## src/hdl/tfp_pkg.sv

```systemverilog
// Shared widths, register map and sample word layout, imported by every accelerator block
package tfp_pkg;

    // Sample format
    localparam int unsigned TFP_W  = 8;             // Raw sample width
    localparam int unsigned EXP_W  = 3;             // Exponent field
    localparam int unsigned MANT_W = TFP_W - EXP_W; // Mantissa field
    localparam int unsigned FIX_W  = 12;            // Mantissa plus largest shift of 7
    localparam int unsigned ACC_W  = 24;            // Channel sum width

    // Sample memory
    localparam int unsigned MEM_DEPTH = 64;
    localparam int unsigned ADDR_W    = 6;
    localparam int unsigned CNT_W     = 7;          // Holds a full count of 64
    localparam int unsigned N_CH      = 2;

    // APB bus
    localparam int unsigned APB_AW = 12;
    localparam int unsigned APB_DW = 32;

    // Register offsets inside one channel block
    localparam int unsigned REG_CFG    = 'h0;
    localparam int unsigned REG_CTRL   = 'h4;
    localparam int unsigned REG_RESULT = 'h8;
    localparam int unsigned CFG_CNT_LSB = 8;        // Count field in CFG

    // Address map
    localparam int unsigned CH_BASE   = 'h100;      // Channel 0 block
    localparam int unsigned CH_STRIDE = 'h10;
    localparam int unsigned RAM_TOP   = 'h100;      // End of sample region

    // Sample word, raw from APB or split for the converter
    typedef union packed {
        logic [TFP_W-1:0] raw;
        struct packed {
            logic [MANT_W-1:0] mant; // Upper bits
            logic [EXP_W-1:0]  exp;  // Left shift amount
        } f;
    } tfp_word_u;

endpackage : tfp_pkg
```

## src/hdl/smp_bus_if.sv

```systemverilog
// Read path of one channel into the shared sample memory, client side and arbiter side
`timescale 1ns/1ps

interface smp_bus_if import tfp_pkg::*; ();

    logic              req;    // Channel wants a read
    logic [ADDR_W-1:0] addr;   // Held while not granted
    logic              gnt;    // Accepted this cycle
    logic              rvalid; // Data of last grant
    logic [TFP_W-1:0]  rdata;  // Shared by both clients

    modport client (
        output req,
        output addr,
        input  gnt,
        input  rvalid,
        input  rdata
    );

    modport arbiter (
        input  req,
        input  addr,
        output gnt,
        output rvalid,
        output rdata
    );

endinterface : smp_bus_if

```

## src/hdl/tfp_accel_top.sv

```systemverilog
// Top of the sample accelerator, APB pins in, registers, memory, arbiter and two channels inside
`timescale 1ns/1ps

module tfp_accel_top import tfp_pkg::*; (
    input  logic              rst,     // Clock
    input  logic              clk,     // Async reset, active high
    input  logic              psel,
    input  logic              penable,
    input  logic              pwrite,
    input  logic [APB_AW-1:0] paddr,
    input  logic [APB_DW-1:0] pwdata,
    output logic [APB_DW-1:0] prdata,
    output logic              pready,
    output logic              pslverr
);

    logic                        mem_wen;
    logic [ADDR_W-1:0]           mem_waddr;
    tfp_word_u                   mem_wdata;
    logic                        ren;
    logic [ADDR_W-1:0]           raddr;
    logic [TFP_W-1:0]            rdata;
    logic [N_CH-1:0]             start;
    logic [N_CH-1:0][ADDR_W-1:0] base;
    logic [N_CH-1:0][CNT_W-1:0]  count;
    logic [N_CH-1:0]             busy;
    logic [N_CH-1:0]             done;
    logic [N_CH-1:0][ACC_W-1:0]  result;

    smp_bus_if bus0 ();    // Channel 0 read path
    smp_bus_if bus1 ();

    tfp_apb_regs u_regs (
        .rst, .clk, .psel, .penable, .pwrite, .paddr, .pwdata, .prdata, .pready, .pslverr,
        .mem_wen, .mem_waddr, .mem_wdata, .start, .base, .count, .busy, .done, .result
    );

    smp_ram u_ram (.rst, .clk, .wen(mem_wen), .waddr(mem_waddr), .wdata(mem_wdata),
                   .ren, .raddr, .rdata);

    smp_arbiter u_arb (.rst, .clk, .cl0(bus0), .cl1(bus1), .ren, .raddr, .rdata);

    tfp_channel #(.SIGNREP("SIGNED")) u_ch0 (    // Signed mantissa
        .rst, .clk, .bus(bus0), .start(start[0]), .base(base[0]), .count(count[0]),
        .busy(busy[0]), .done(done[0]), .result(result[0])
    );

    tfp_channel #(.SIGNREP("UNSIGNED")) u_ch1 (  // Unsigned mantissa
        .rst, .clk, .bus(bus1), .start(start[1]), .base(base[1]), .count(count[1]),
        .busy(busy[1]), .done(done[1]), .result(result[1])
    );

endmodule : tfp_accel_top

```

## src/hdl/tfp_apb_regs.sv

```systemverilog
// APB slave for sample writes, channel configuration, start pulses and status readback
`timescale 1ns/1ps

module tfp_apb_regs import tfp_pkg::*; (
    input  logic                        rst,       // Clock
    input  logic                        clk,       // Async reset
    input  logic                        psel,
    input  logic                        penable,
    input  logic                        pwrite,
    input  logic [APB_AW-1:0]           paddr,
    input  logic [APB_DW-1:0]           pwdata,
    output logic [APB_DW-1:0]           prdata,
    output logic                        pready,
    output logic                        pslverr,
    output logic                        mem_wen,
    output logic [ADDR_W-1:0]           mem_waddr,
    output tfp_word_u                   mem_wdata,
    output logic [N_CH-1:0]             start,
    output logic [N_CH-1:0][ADDR_W-1:0] base,
    output logic [N_CH-1:0][CNT_W-1:0]  count,
    input  logic [N_CH-1:0]             busy,
    input  logic [N_CH-1:0]             done,
    input  logic [N_CH-1:0][ACC_W-1:0]  result
);

    localparam int unsigned CH_TOP = CH_BASE + N_CH * CH_STRIDE; // End of channel blocks
    localparam int unsigned OFF_W  = $clog2(CH_STRIDE);
    localparam int unsigned IDX_W  = $clog2(N_CH);

    logic              access;  // Access phase
    logic              wr;
    logic              ram_hit;
    logic              reg_ok;  // Offset is a real register
    logic              ch_hit;
    logic [APB_AW-1:0] ch_off;  // Offset from channel 0 block
    logic [OFF_W-1:0]  reg_off;
    logic [IDX_W-1:0]  ch_idx;

    logic [N_CH-1:0][ADDR_W-1:0] cfg_base;
    logic [N_CH-1:0][CNT_W-1:0]  cfg_count;

    assign access = psel & penable;
    assign wr     = access & pwrite;

    // Address decode
    assign ch_off  = paddr - APB_AW'(CH_BASE);
    assign reg_off = ch_off[OFF_W-1:0];
    assign ch_idx  = ch_off[OFF_W +: IDX_W];
    assign ram_hit = (paddr < RAM_TOP);
    assign reg_ok  = (reg_off == REG_CFG) || (reg_off == REG_CTRL) || (reg_off == REG_RESULT);
    assign ch_hit  = (paddr >= CH_BASE) && (paddr < CH_TOP) && reg_ok;

    assign pready  = 1'b1;                       // No wait states
    assign pslverr = access & ~(ram_hit | ch_hit);

    // Sample memory write port
    assign mem_wen       = wr & ram_hit;
    assign mem_waddr     = paddr[ADDR_W+1:2];    // Word index
    assign mem_wdata.raw = pwdata[TFP_W-1:0];

    // CFG storage
    always_ff @(posedge rst or posedge clk) begin
        if (clk) begin
            cfg_base  <= '0;
            cfg_count <= '0;
        end else if (wr && ch_hit && (reg_off == REG_CFG)) begin
            cfg_base[ch_idx]  <= pwdata[ADDR_W-1:0];
            cfg_count[ch_idx] <= pwdata[CFG_CNT_LSB +: CNT_W];
        end
    end

    assign base  = cfg_base;
    assign count = cfg_count;

    // Start pulse lasts the access cycle
    always_comb begin
        start = '0;
        if (wr && ch_hit && (reg_off == REG_CTRL))
            start[ch_idx] = pwdata[0];
    end

    // Read mux
    always_comb begin
        prdata = '0;
        if (access && !pwrite && ch_hit) begin
            case (reg_off)
                OFF_W'(REG_CFG): begin
                    prdata[ADDR_W-1:0]           = cfg_base[ch_idx];
                    prdata[CFG_CNT_LSB +: CNT_W] = cfg_count[ch_idx];
                end
                OFF_W'(REG_CTRL): begin
                    prdata[0] = busy[ch_idx];
                    prdata[1] = done[ch_idx];
                end
                OFF_W'(REG_RESULT): prdata[ACC_W-1:0] = result[ch_idx]; // Zero-extended
                default: prdata = '0;
            endcase
        end
    end

endmodule : tfp_apb_regs

```

## src/hdl/tfp_channel.sv

```systemverilog
// Channel engine that reads a sample window, converts every word and sums the fixed point values
`timescale 1ns/1ps

module tfp_channel import tfp_pkg::*; #(
    parameter SIGNREP = "SIGNED"      // Mantissa sign mode for the converter
) (
    input  logic              rst,    // Clock
    input  logic              clk,    // Async reset
    smp_bus_if.client         bus,
    input  logic              start,  // One-cycle pulse from APB
    input  logic [ADDR_W-1:0] base,
    input  logic [CNT_W-1:0]  count,
    output logic              busy,
    output logic              done,
    output logic [ACC_W-1:0]  result
);

    localparam bit IS_SIGNED = (SIGNREP == "SIGNED");

    logic              launch;     // Start accepted
    logic              accept;     // Read handed to memory
    logic              finish;     // Nothing left to issue or return
    logic [CNT_W-1:0]  issue_left; // Reads still to request
    logic [CNT_W-1:0]  in_flight;  // Issued but not yet summed
    logic [ADDR_W-1:0] addr_q;
    logic              conv_vld;   // Converter output is fresh
    tfp_word_u         smp;
    logic [FIX_W-1:0]  fix_val;
    logic [ACC_W-1:0]  fix_ext;
    logic [ACC_W-1:0]  acc;

    assign launch = start & ~busy;         // Ignored while running
    assign bus.req  = busy && (issue_left != '0);
    assign bus.addr = addr_q;
    assign accept   = bus.req & bus.gnt;
    assign finish   = busy && (issue_left == '0) && (in_flight == '0);

    // Busy and done status
    always_ff @(posedge rst or posedge clk) begin
        if (clk) begin
            busy <= 1'b0;
            done <= 1'b0;
        end else if (launch) begin
            busy <= 1'b1;
            done <= 1'b0;     // Cleared by a new run
        end else if (finish) begin
            busy <= 1'b0;
            done <= 1'b1;
        end
    end

    // Issue counter and address generator
    always_ff @(posedge rst or posedge clk) begin
        if (clk) begin
            issue_left <= '0;
            addr_q     <= '0;
        end else if (launch) begin
            issue_left <= count;
            addr_q     <= base;
        end else if (accept) begin
            issue_left <= issue_left - 1'b1;
            addr_q     <= addr_q + 1'b1; // Wraps at the top of memory
        end
    end

    // Reads outstanding
    always_ff @(posedge rst or posedge clk) begin
        if (clk)
            in_flight <= '0;
        else
            in_flight <= in_flight + CNT_W'(accept) - CNT_W'(conv_vld);
    end

    // Converter sees the field layout
    assign smp.raw = bus.rdata;

    tfp2fix #(
        .TFP_WIDTH (TFP_W),
        .EXP_WIDTH (EXP_W),
        .SIGNREP   (SIGNREP),
        .PIPELINE  (1)
    ) u_conv (
        .rst      (rst),
        .clk      (clk),
        .clkena   (bus.rvalid),     // Loads only on returned data
        .tfp_data ({smp.f.mant, smp.f.exp}),
        .fix_data (fix_val)
    );

    // Matches the converter register stage
    always_ff @(posedge rst or posedge clk) begin
        if (clk)
            conv_vld <= 1'b0;
        else
            conv_vld <= bus.rvalid;
    end

    // Widen to the sum width
    assign fix_ext = IS_SIGNED ? {{(ACC_W-FIX_W){fix_val[FIX_W-1]}}, fix_val}
                               : {{(ACC_W-FIX_W){1'b0}}, fix_val};

    // Accumulator
    always_ff @(posedge rst or posedge clk) begin
        if (clk)
            acc <= '0;
        else if (launch)
            acc <= '0;
        else if (conv_vld)
            acc <= acc + fix_ext; // Modulo 2**24
    end

    assign result = acc;

endmodule : tfp_channel

```

## src/hdl/smp_arbiter.sv

```systemverilog
// Round-robin sharing of the single memory read port between the two channel engines
`timescale 1ns/1ps

module smp_arbiter import tfp_pkg::*; (
    input  logic              rst,   // Clock
    input  logic              clk,   // Async reset
    smp_bus_if.arbiter        cl0,
    smp_bus_if.arbiter        cl1,
    output logic              ren,   // Memory read strobe
    output logic [ADDR_W-1:0] raddr,
    input  logic [TFP_W-1:0]  rdata
);

    logic prio;   // Low gives client 0 first claim
    logic gnt0;
    logic gnt1;
    logic rv0;    // Client 0 read returns
    logic rv1;

    // Winner of this cycle
    always_comb begin
        gnt0 = cl0.req & (~cl1.req | ~prio);
        gnt1 = cl1.req & (~cl0.req | prio);
    end

    assign cl0.gnt = gnt0;
    assign cl1.gnt = gnt1;

    // Memory read port
    assign ren   = gnt0 | gnt1;
    assign raddr = gnt1 ? cl1.addr : cl0.addr;

    // Turn priority after every grant
    always_ff @(posedge rst or posedge clk) begin
        if (clk)
            prio <= 1'b0;
        else if (gnt0)
            prio <= 1'b1; // Client 1 next
        else if (gnt1)
            prio <= 1'b0;
    end

    // Remember the winner for the return cycle
    always_ff @(posedge rst or posedge clk) begin
        if (clk) begin
            rv0 <= 1'b0;
            rv1 <= 1'b0;
        end else begin
            rv0 <= gnt0;
            rv1 <= gnt1;
        end
    end

    assign cl0.rvalid = rv0;
    assign cl1.rvalid = rv1;

    // Data goes to both, rvalid tells whose it is
    assign cl0.rdata = rdata;
    assign cl1.rdata = rdata;

endmodule : smp_arbiter

```

## src/hdl/smp_ram.sv

```systemverilog
// Sample memory, written by the APB side and read by the channel arbiter one edge after ren
`timescale 1ns/1ps

module smp_ram import tfp_pkg::*; (
    input  logic              rst,   // Clock
    input  logic              clk,   // Async reset
    input  logic              wen,
    input  logic [ADDR_W-1:0] waddr,
    input  tfp_word_u         wdata, // Raw byte from APB
    input  logic              ren,
    input  logic [ADDR_W-1:0] raddr,
    output logic [TFP_W-1:0]  rdata
);

    tfp_word_u mem [MEM_DEPTH]; // Sample store

    // Write port
    always_ff @(posedge rst) begin
        if (wen)
            mem[waddr] <= wdata;
    end

    // Read port, one edge of latency
    always_ff @(posedge rst or posedge clk) begin
        if (clk)
            rdata <= '0;
        else if (ren)
            rdata <= mem[raddr].raw; // Held between reads
    end

endmodule : smp_ram

```

## src/hdl/tfp2fix.sv

```systemverilog
// Trivial float to fixed point converter with selectable mantissa sign and clock-enabled pipe
`timescale 1ns/1ps

module tfp2fix #(
    parameter int unsigned   TFP_WIDTH  = 8,        // Whole float word
    parameter int unsigned   EXP_WIDTH  = 3,        // Exponent in the low bits
    parameter                SIGNREP    = "SIGNED", // "SIGNED" or "UNSIGNED"
    parameter int unsigned   PIPELINE   = 1,        // Register stages
    localparam int unsigned  MANT_WIDTH = TFP_WIDTH - EXP_WIDTH,
    localparam int unsigned  FIX_WIDTH  = MANT_WIDTH + 2**EXP_WIDTH - 1
) (
    input  logic                 rst,      // Clock
    input  logic                 clk,      // Async reset, active high
    input  logic                 clkena,   // Advances the pipe
    input  logic [TFP_WIDTH-1:0] tfp_data,
    output logic [FIX_WIDTH-1:0] fix_data
);

    logic [FIX_WIDTH-1:0] mant_ext; // Mantissa widened to output size
    logic [EXP_WIDTH-1:0] shift;
    logic [FIX_WIDTH-1:0] fix_comb;

    // Widen mantissa by sign or zero
    generate
        if (SIGNREP == "SIGNED") begin : g_sext
            assign mant_ext = {{(FIX_WIDTH-MANT_WIDTH){tfp_data[TFP_WIDTH-1]}},
                               tfp_data[TFP_WIDTH-1:EXP_WIDTH]};
        end else begin : g_zext
            assign mant_ext = {{(FIX_WIDTH-MANT_WIDTH){1'b0}}, tfp_data[TFP_WIDTH-1:EXP_WIDTH]};
        end
    endgenerate

    assign shift    = tfp_data[EXP_WIDTH-1:0];
    assign fix_comb = mant_ext << shift; // Exponent is a plain left shift

    generate
        if (PIPELINE > 0) begin : g_pipe
            logic [FIX_WIDTH-1:0] stage [PIPELINE]; // stage[0] nearest the input

            always_ff @(posedge rst or posedge clk) begin
                if (clk) begin
                    for (int i = 0; i < PIPELINE; i++)
                        stage[i] <= '0;
                end else if (clkena) begin
                    stage[0] <= fix_comb;
                    for (int i = 1; i < PIPELINE; i++)
                        stage[i] <= stage[i-1]; // Shift whole chain together
                end
            end

            assign fix_data = stage[PIPELINE-1];
        end else begin : g_comb
            assign fix_data = fix_comb; // No latency
        end
    endgenerate

endmodule : tfp2fix

```

## config.mk

```make
export PLATFORM = sky130hd
export DESIGN_NAME = tfp_accel_top
export DESIGN_NICKNAME = d
export VERILOG_FILES = /design/src/hdl/tfp_pkg.sv /design/src/hdl/smp_bus_if.sv /design/src/hdl/tfp_accel_top.sv /design/src/hdl/tfp_apb_regs.sv /design/src/hdl/tfp_channel.sv /design/src/hdl/smp_arbiter.sv /design/src/hdl/smp_ram.sv /design/src/hdl/tfp2fix.sv
export SDC_FILE = /design/constraint.sdc
export NUM_CORES = 1
export LEC_CHECK = 0
export BUFFER_PORTS_ARGS = -buffer_cell sky130_fd_sc_hd__buf_2
export CAP_MARGIN = 20
export CORE_MARGIN = 3
export CORE_UTILIZATION = 55
export DETAILED_ROUTE_END_ITERATION = 8
export GPL_TIMING_DRIVEN = 1
export PLACE_DENSITY = 0.71
export SKIP_LAST_GASP = 1
export SLEW_MARGIN = 20
export SYNTH_ARGS = -nofsm -noshare
export SYNTH_HDL_FRONTEND = slang
export SYNTH_SLANG_ARGS = --single-unit
```

## constraint.sdc

```tcl
create_clock -name rst -period 5.3 [get_ports rst]
set_clock_uncertainty 0.15 [all_clocks]
set_input_delay 0 -clock rst [delete_from_list [all_inputs] [get_ports rst]]
set_output_delay 0 -clock rst [all_outputs]
set_load 0.005 [all_outputs]
```

### Word-level counts from Yosys, hierarchy flattened

Memories as Yosys holds them, arrays and structs flattened. A register that Yosys moved wholly into a read port is not among the register bits.
Index checks and enable logic that the tools add are counted.

| operators by class | value |
|---|---|
| $add $sub $neg | 11 |
| multipliers | 0 |
| div/mod/pow operators | 0 |
| magnitude comparators | 5 |
| eq/ne operators | 2 |
| shift-type cells | 2 |
| multiplexer cells | 50 |
| bitwise logic cells | 21 |
| reduce and logical (&&, ||, !) cells | 31 |

Operators by type and width:

| operator | count |
|---|---|
| 24-bit 2-to-1 mux | 7 |
| 7-bit 2-to-1 mux | 7 |
| 6-bit 2-to-1 mux | 8 |
| 7-bit logical NOT | 4 |
| 24-bit by 12-bit adder with 24-bit output | 1 |
| 24-bit adder | 1 |
| 12-bit by 9-bit < comparator with 1-bit output, second input constant | 2 |
| 1-bit 2-to-1 mux | 17 |
| 7-bit by 1-bit adder with 7-bit output | 2 |
| 14-bit bitwise mux | 1 |
| 1-bit logical AND | 14 |
| 7-bit case mux with 2 select lines | 1 |
| 2-bit nonzero test | 7 |
| 7-bit nonzero test | 2 |
| 7-bit by 1-bit subtractor with 7-bit output | 2 |
| 7-bit by 1-bit subtractor with 7-bit output, second input constant | 2 |
| 6-bit by 1-bit adder with 6-bit output, second input constant | 2 |
| 12-bit bitwise mux | 1 |
| 12-bit by 9-bit greater-or-equal comparator with 1-bit output, second input constant | 1 |
| 12-bit by 3-bit left shift with 12-bit output | 1 |
| 5-bit by 3-bit left shift with 12-bit output | 1 |
| 1-bit bitwise AND | 10 |
| 9-bit 2-to-1 mux | 1 |
| 4-bit case mux with 2 select lines | 1 |
| 16 further kinds | 26 |

| word-level totals | value |
|---|---|
| register bits | 147 |
| latch bits | 0 |
| memory bits (writable) | 512 |
| memory bits (read-only) | 0 |
| input bits | 49 |
| output and inout bits | 34 |
| memories | 1 |

Memories:

| name | words | bits a word | read ports | clocked after Yosys merged registers in | write ports | RTL line | source |
|---|---|---|---|---|---|---|---|
| u_ram.mem | 64 | 8 | 1 | 1 | 1 | smp_ram.sv:15 | `tfp_word_u mem [MEM_DEPTH];` |

### Longest topological paths before layout

| logic depth | value |
|---|---|
| depth in word-level cells | 10 |
| depth in mapped cells | 19 |
| mapped depth without buffers | 18 |

### Hierarchy

Synthesis repeated with hierarchy kept, for this count alone.

| second synthesis, totals | value |
|---|---|
| cell total of the unflattened synthesis | 2033 |
| area, all modules | 30399.2 um2 |

By module, submodules not included:

| module | times used | cells an instance | area each (um2) |
|---|---|---|---|
| smp_ram | 1 | 939 | 20233.2 |
| tfp_channel at u_ch0 | 1 | 405 | 3494.6 |
| tfp_channel at u_ch1 | 1 | 327 | 2991.6 |
| tfp_apb_regs | 1 | 190 | 2015.7 |
| tfp2fix at u_ch0.u_conv | 1 | 74 | 699.4 |
| tfp2fix at u_ch1.u_conv | 1 | 65 | 654.4 |
| smp_arbiter | 1 | 33 | 310.3 |

### Least setup slack after synthesis

No wires, ideal clock.

| path | value |
|---|---|
| path type | register -> register |
| start point | register u_ch0.issue_left[0] |
| end point | register u_ch1.in_flight[6] |
| library setup time | 0.125 ns |
| arrival time | 3.360 ns |
| required time | 5.025 ns |
| path slack | 1.665 ns |
| stages on the path, launching flop included | 20 |
| cells stage by stage | dfrtp_1 inv_1 ha_1 or4b_4 o311a_4 nor2_8 inv_2 clkbuf_1 ha_1 inv_1 ha_1 inv_1 fa_1 inv_1 a21oi_1 nor2_1 o21ai_0 a21oi_1 nor2_1 xnor2_1 |

| on the way | value |
|---|---|
| word-level cells in the longest chain between the ends | 8 |

Ends and longest elaborated chain:

| item | RTL line | source |
|---|---|---|
| start: declaration | tfp_channel.sv:23 | `logic [CNT_W-1:0] issue_left;` |
| start signal: assignment | tfp_channel.sv:58 | `issue_left <= count;` |
| start signal: assignment | tfp_channel.sv:61 | `issue_left <= issue_left - 1'b1;` |
| 7-bit nonzero test | tfp_channel.sv:33 | `assign bus.req = busy && (issue_left != '0);` |
| 1-bit logical AND | tfp_channel.sv:33 |  |
| 1-bit NOT | smp_arbiter.sv:23 | `gnt1 = cl1.req & (~cl0.req \| prio);` |
| 1-bit bitwise OR | smp_arbiter.sv:23 |  |
| 1-bit bitwise AND | smp_arbiter.sv:23 |  |
| 1-bit bitwise AND | tfp_channel.sv:35 | `assign accept = bus.req & bus.gnt;` |
| 7-bit by 1-bit adder with 7-bit output | tfp_channel.sv:71 | `in_flight <= in_flight + CNT_W'(accept) - CNT_W'(conv_vld);` |
| 7-bit by 1-bit subtractor with 7-bit output | tfp_channel.sv:71 |  |
| end signal: assignment | tfp_channel.sv:71 |  |
| end: declaration | tfp_channel.sv:24 | `logic [CNT_W-1:0] in_flight;` |

No other way between the ends.
A chain may end at the register's enable or synchronous reset.

### Worst setup path after layout

| path | value |
|---|---|
| start point | register u_ch0.issue_left[0] |
| end point | register u_ram.rdata[0], read port of u_ram.mem |

| on the way | value |
|---|---|
| word-level cells in the longest chain between the ends | 6 |
| elaborated cells on any way between the ends | 8 |
| those cells by class | mux (1); bitwise (5); reduce/logical (2) |

Ends and longest elaborated chain:

| item | RTL line | source |
|---|---|---|
| 7-bit nonzero test * | tfp_channel.sv:33 |  |
| 1-bit logical AND * | tfp_channel.sv:33 |  |
| 1-bit NOT | smp_arbiter.sv:23 |  |
| 1-bit bitwise OR | smp_arbiter.sv:23 |  |
| 1-bit bitwise AND | smp_arbiter.sv:23 |  |
| 6-bit 2-to-1 mux or 1-bit bitwise OR (tied branches) | smp_arbiter.sv:31, smp_arbiter.sv:30 |  |
| end: declaration | smp_ram.sv:12 | `output logic [TFP_W-1:0] rdata` |

Every way passes the cells marked *; elsewhere a longest branch is shown, timed or not.

==> results.md <==
- Outcome: complete, but fails checks
- Failing checks: hold timing
- Reg-to-Reg Start: u_ch0.issue_left[0]
- WP depth: 12
- Worst Hold Class: in -> async
- Async SR Flop Fraction: 0.2324
- CTS max path bufs: 3
- Final Util: 0.6270
- Clock-pin slew on the worst setup and hold paths: 60 ps
- Buf/Inv on CP: 2
- ANT nets after route: 0
- Crit-path cells: inv_1, ha_1, or4b_4, o311a_4, o21ai_2, and2_4, buf_12, mux4_2, o22ai_1, o21ai_0, nand3_1, o311ai_1
- Startpoint type of the worst setup path: flop
- Worst path max stage delay: 750 ps
- Cell taking the most area after synthesis: edfxtp_1
- Number of fill cells: 3900
- Seq/Total Area, Yosys: 0.6482
- Worst-margin pin slew: 1009 ps
- Max-cap violations: 0
- Vias per cell: 6.212
- Post-Synthesis Cell Area: 29700 um^2
- Main synth FF type: edfxtp_1
- Overflow after GRT: 0
- R2R depth: 12
- Routed len/inst: 23.58 um
- Initial antenna violation count: 0
- Tmin final: 4547 ps
- First-pass GRT wire length: 110.4 mm
- Skew-Pair Late Insertion Delay: 610 ps
- Number of synthesized flops with an enable pin: 512
- Crit path required time: 5620 ps
- Max_slew headroom: 0.3213
- PwrDens: 609.9 nW/um^2
- TritonCTS Buffers: 70
- Overall Global Routing Usage: 0.2563
- Iter 0 DRT Violations: 2139
- HPWL Detailed: 45.47 mm
- Hold Vio Cnt, Final: 7
- CP Capture Type: flop
- Slew Limit Fails: 0
- Final WS setup: 752.9 ps
- Fin Setup TNS: 0 ps
- Die Y: 238.4 um
- Pleak: 12.48 nW
- H-Tree Depth: 3
- Root Driver: clkbuf_16
- I/O Buffers: 56
- Layout cells sized above 1: 0.1323
- Maximum fanout along the worst path: 43
- IR drop worst, VDD: 0.0004628 V
- Worst setup path start: u_ch0.issue_left[0]
- CP max stage cell: and2_4
- Clock Sink Count: 667
- Area of the die: 56830 um^2
- TritonRoute pass-1 iters: 6
- Final setup violation count: 0
- Mapped Cells: 2235
- Layout net count: 2416
- Area Growth Syn to Fin: 11.82%
- Core ar.: 52970 um^2
- Via Count: 18930
- Netlist cell types: 72
- Placer Congestion: 0.9127
- WL final: 71.84 mm
- Vias in the first global route: 18800
- Crit path kind: reg -> reg
- Site Rows: 84
- DRC violations left: 0
- WP data arrival: 4860 ps
- Synth warn: 0
- Hold slack final: -4.306 ps
- Family with the most delay on the worst path: simple AND/OR/NAND/NOR gates
- Largest net degree at the start of global routing: 101
- #FFs+latches synth: 667
- CTS tree: built
- Fmax: 0.2199 GHz
- Synth top area share: 0.5177
- Syn avg cell area: 13.29 um^2
- Synth top area cells: edfxtp_1 52%, dfrtp_1 13%, mux4_2 4.2%
- Die extent in x: 238.4 um
- Post-route clock period utilization: 0.8579
- I/O pins: 83
- RSZ-0062 raised after global routing: no
- Dpl ws: 812.0 ps
- Post-CTS setup buffer count: 0
- Diodes inserted: 0
- Total power: 20.26 mW
- Initial cell density of the core: 0.5607
[per-layer routing]
metal  vias to the layer above  share of wire  wire, um  GRT usage
met4                         0          0.041      2959     0.1052
li1                       8468              -         -          -
met3                       164          0.079      5644    0.04508
met5                         -              0         0          0
met1                      9422           0.40     28510     0.3443
met2                       873           0.48     34720     0.4194
[final timing paths]
check | end | slack (ps)
hold reg to reg | u_ch0.done | 350
setup reg to reg | u_ram.rdata[0] | 750
setup / recovery | u_ram.rdata[0] | 750
max in group asynchronous | u_ch1.result[8] | 3660
min in group rst | u_regs.count[5] | 40
hold / removal | u_ch1.in_flight[5] | -4
[state kept, by name (all words and copies together), names as in the netlist, 6 cells and up]
register / flops
u_ch0.issue_left: 7
u_ch0.u_conv.fix_data: 12
u_ram.mem: 512
u_ch1.result: 24
u_ram.rdata: 8
u_ch1.in_flight: 7
u_regs.count: 14
u_ch0.bus.addr: 6
u_ch1.issue_left: 7
u_ch1.bus.addr: 6
u_ch0.result: 24
u_ch1.u_conv.fix_data: 12
u_ch0.in_flight: 7
u_regs.base: 12
[report_power, final]
part / switching, mW / internal [mW] / leakage [nW]
sequential: 0.577 / 6.15 / 6.48
clock: 2.04 / 2.95 / 1.14
combinational: 5.04 / 3.50 / 4.85
total: 7.66 / 12.6 / 12.5
[area by class of cell]
cell class | instances | area [um^2] | share of cell area
well taps | 688 | 860.8 | 0.02592
multi-input cells | 1408 | 9743 | 0.2934
clock buffers | 93 | 1952 | 0.05877
inverters | 49 | 188.9 | 0.005689
repair buffers | 110 | 815.8 | 0.02456
flip-flops and latches | 667 | 19250 | 0.5797
clock inverters | 32 | 397.9 | 0.01198
[worst min-delay path: stages]
cell	delay, ps
dlygate4sd3_1	530
buf_2	150
inv_6	600
[cell usage after synthesis (27+ instances only)]
cell type  instances
mux4_2            55
and3_1            27
edfxtp_1         512
nand3_1          100
a21oi_1          114
mux2_2            50
xnor2_1           30
dfrtp_1          155
ha_1              57
nor2_1           188
inv_1             48
mux2i_1          109
clkbuf_1          60
nand2_1          299
xor2_1            27
o21ai_0           55
[layout by cell type, fill, tap and decap left out, types with 15 or more instances in the layout]
cell,count
mux2i_1,108
nand3_1,100
o22ai_1,20
dfrtp_1,155
mux4_2,55
dlygate4sd3_1,24
buf_2,53
a31oi_1,21
ha_1,57
edfxtp_1,512
clkbuf_16,73
xnor2_1,30
nand2_1,298
a21oi_1,113
clkbuf_1,15
mux2_2,50
xor2_1,27
inv_1,47
a211oi_1,18
and3_1,27
o21ai_0,55
a21o_1,16
nor2_1,188
buf_4,28
[kinds of logic after synthesis]
group                    Yosys count  share of synthesized area
buffers and inverters            167                    0.02675
adder cells (fa/ha/maj)           61                    0.02671
other                              2                  0.0002529
multiplexers                     214                    0.09740
AO/OA/AOI/OAI                    335                    0.07275
flip-flops                       667                     0.6482
XOR/XNOR                          57                    0.01681
AND/OR/NAND/NOR                  732                     0.1111
[through the flow]
step / cell area, um^2 / cells
finish: 33210 / 3047
CTS: 33170 / 3044
global route: 33210 / 3047
detailed placement: 30610 / 2898
floorplan: 29730 / 2242
global placement: 30610 / 2898
[repair_timing]
item	in CTS	in global routing
hold buffers	21	3
hold endpoints to repair	361	194
gates resized for setup	0	0
Note: power is estimated with default switching activity, not from simulation.
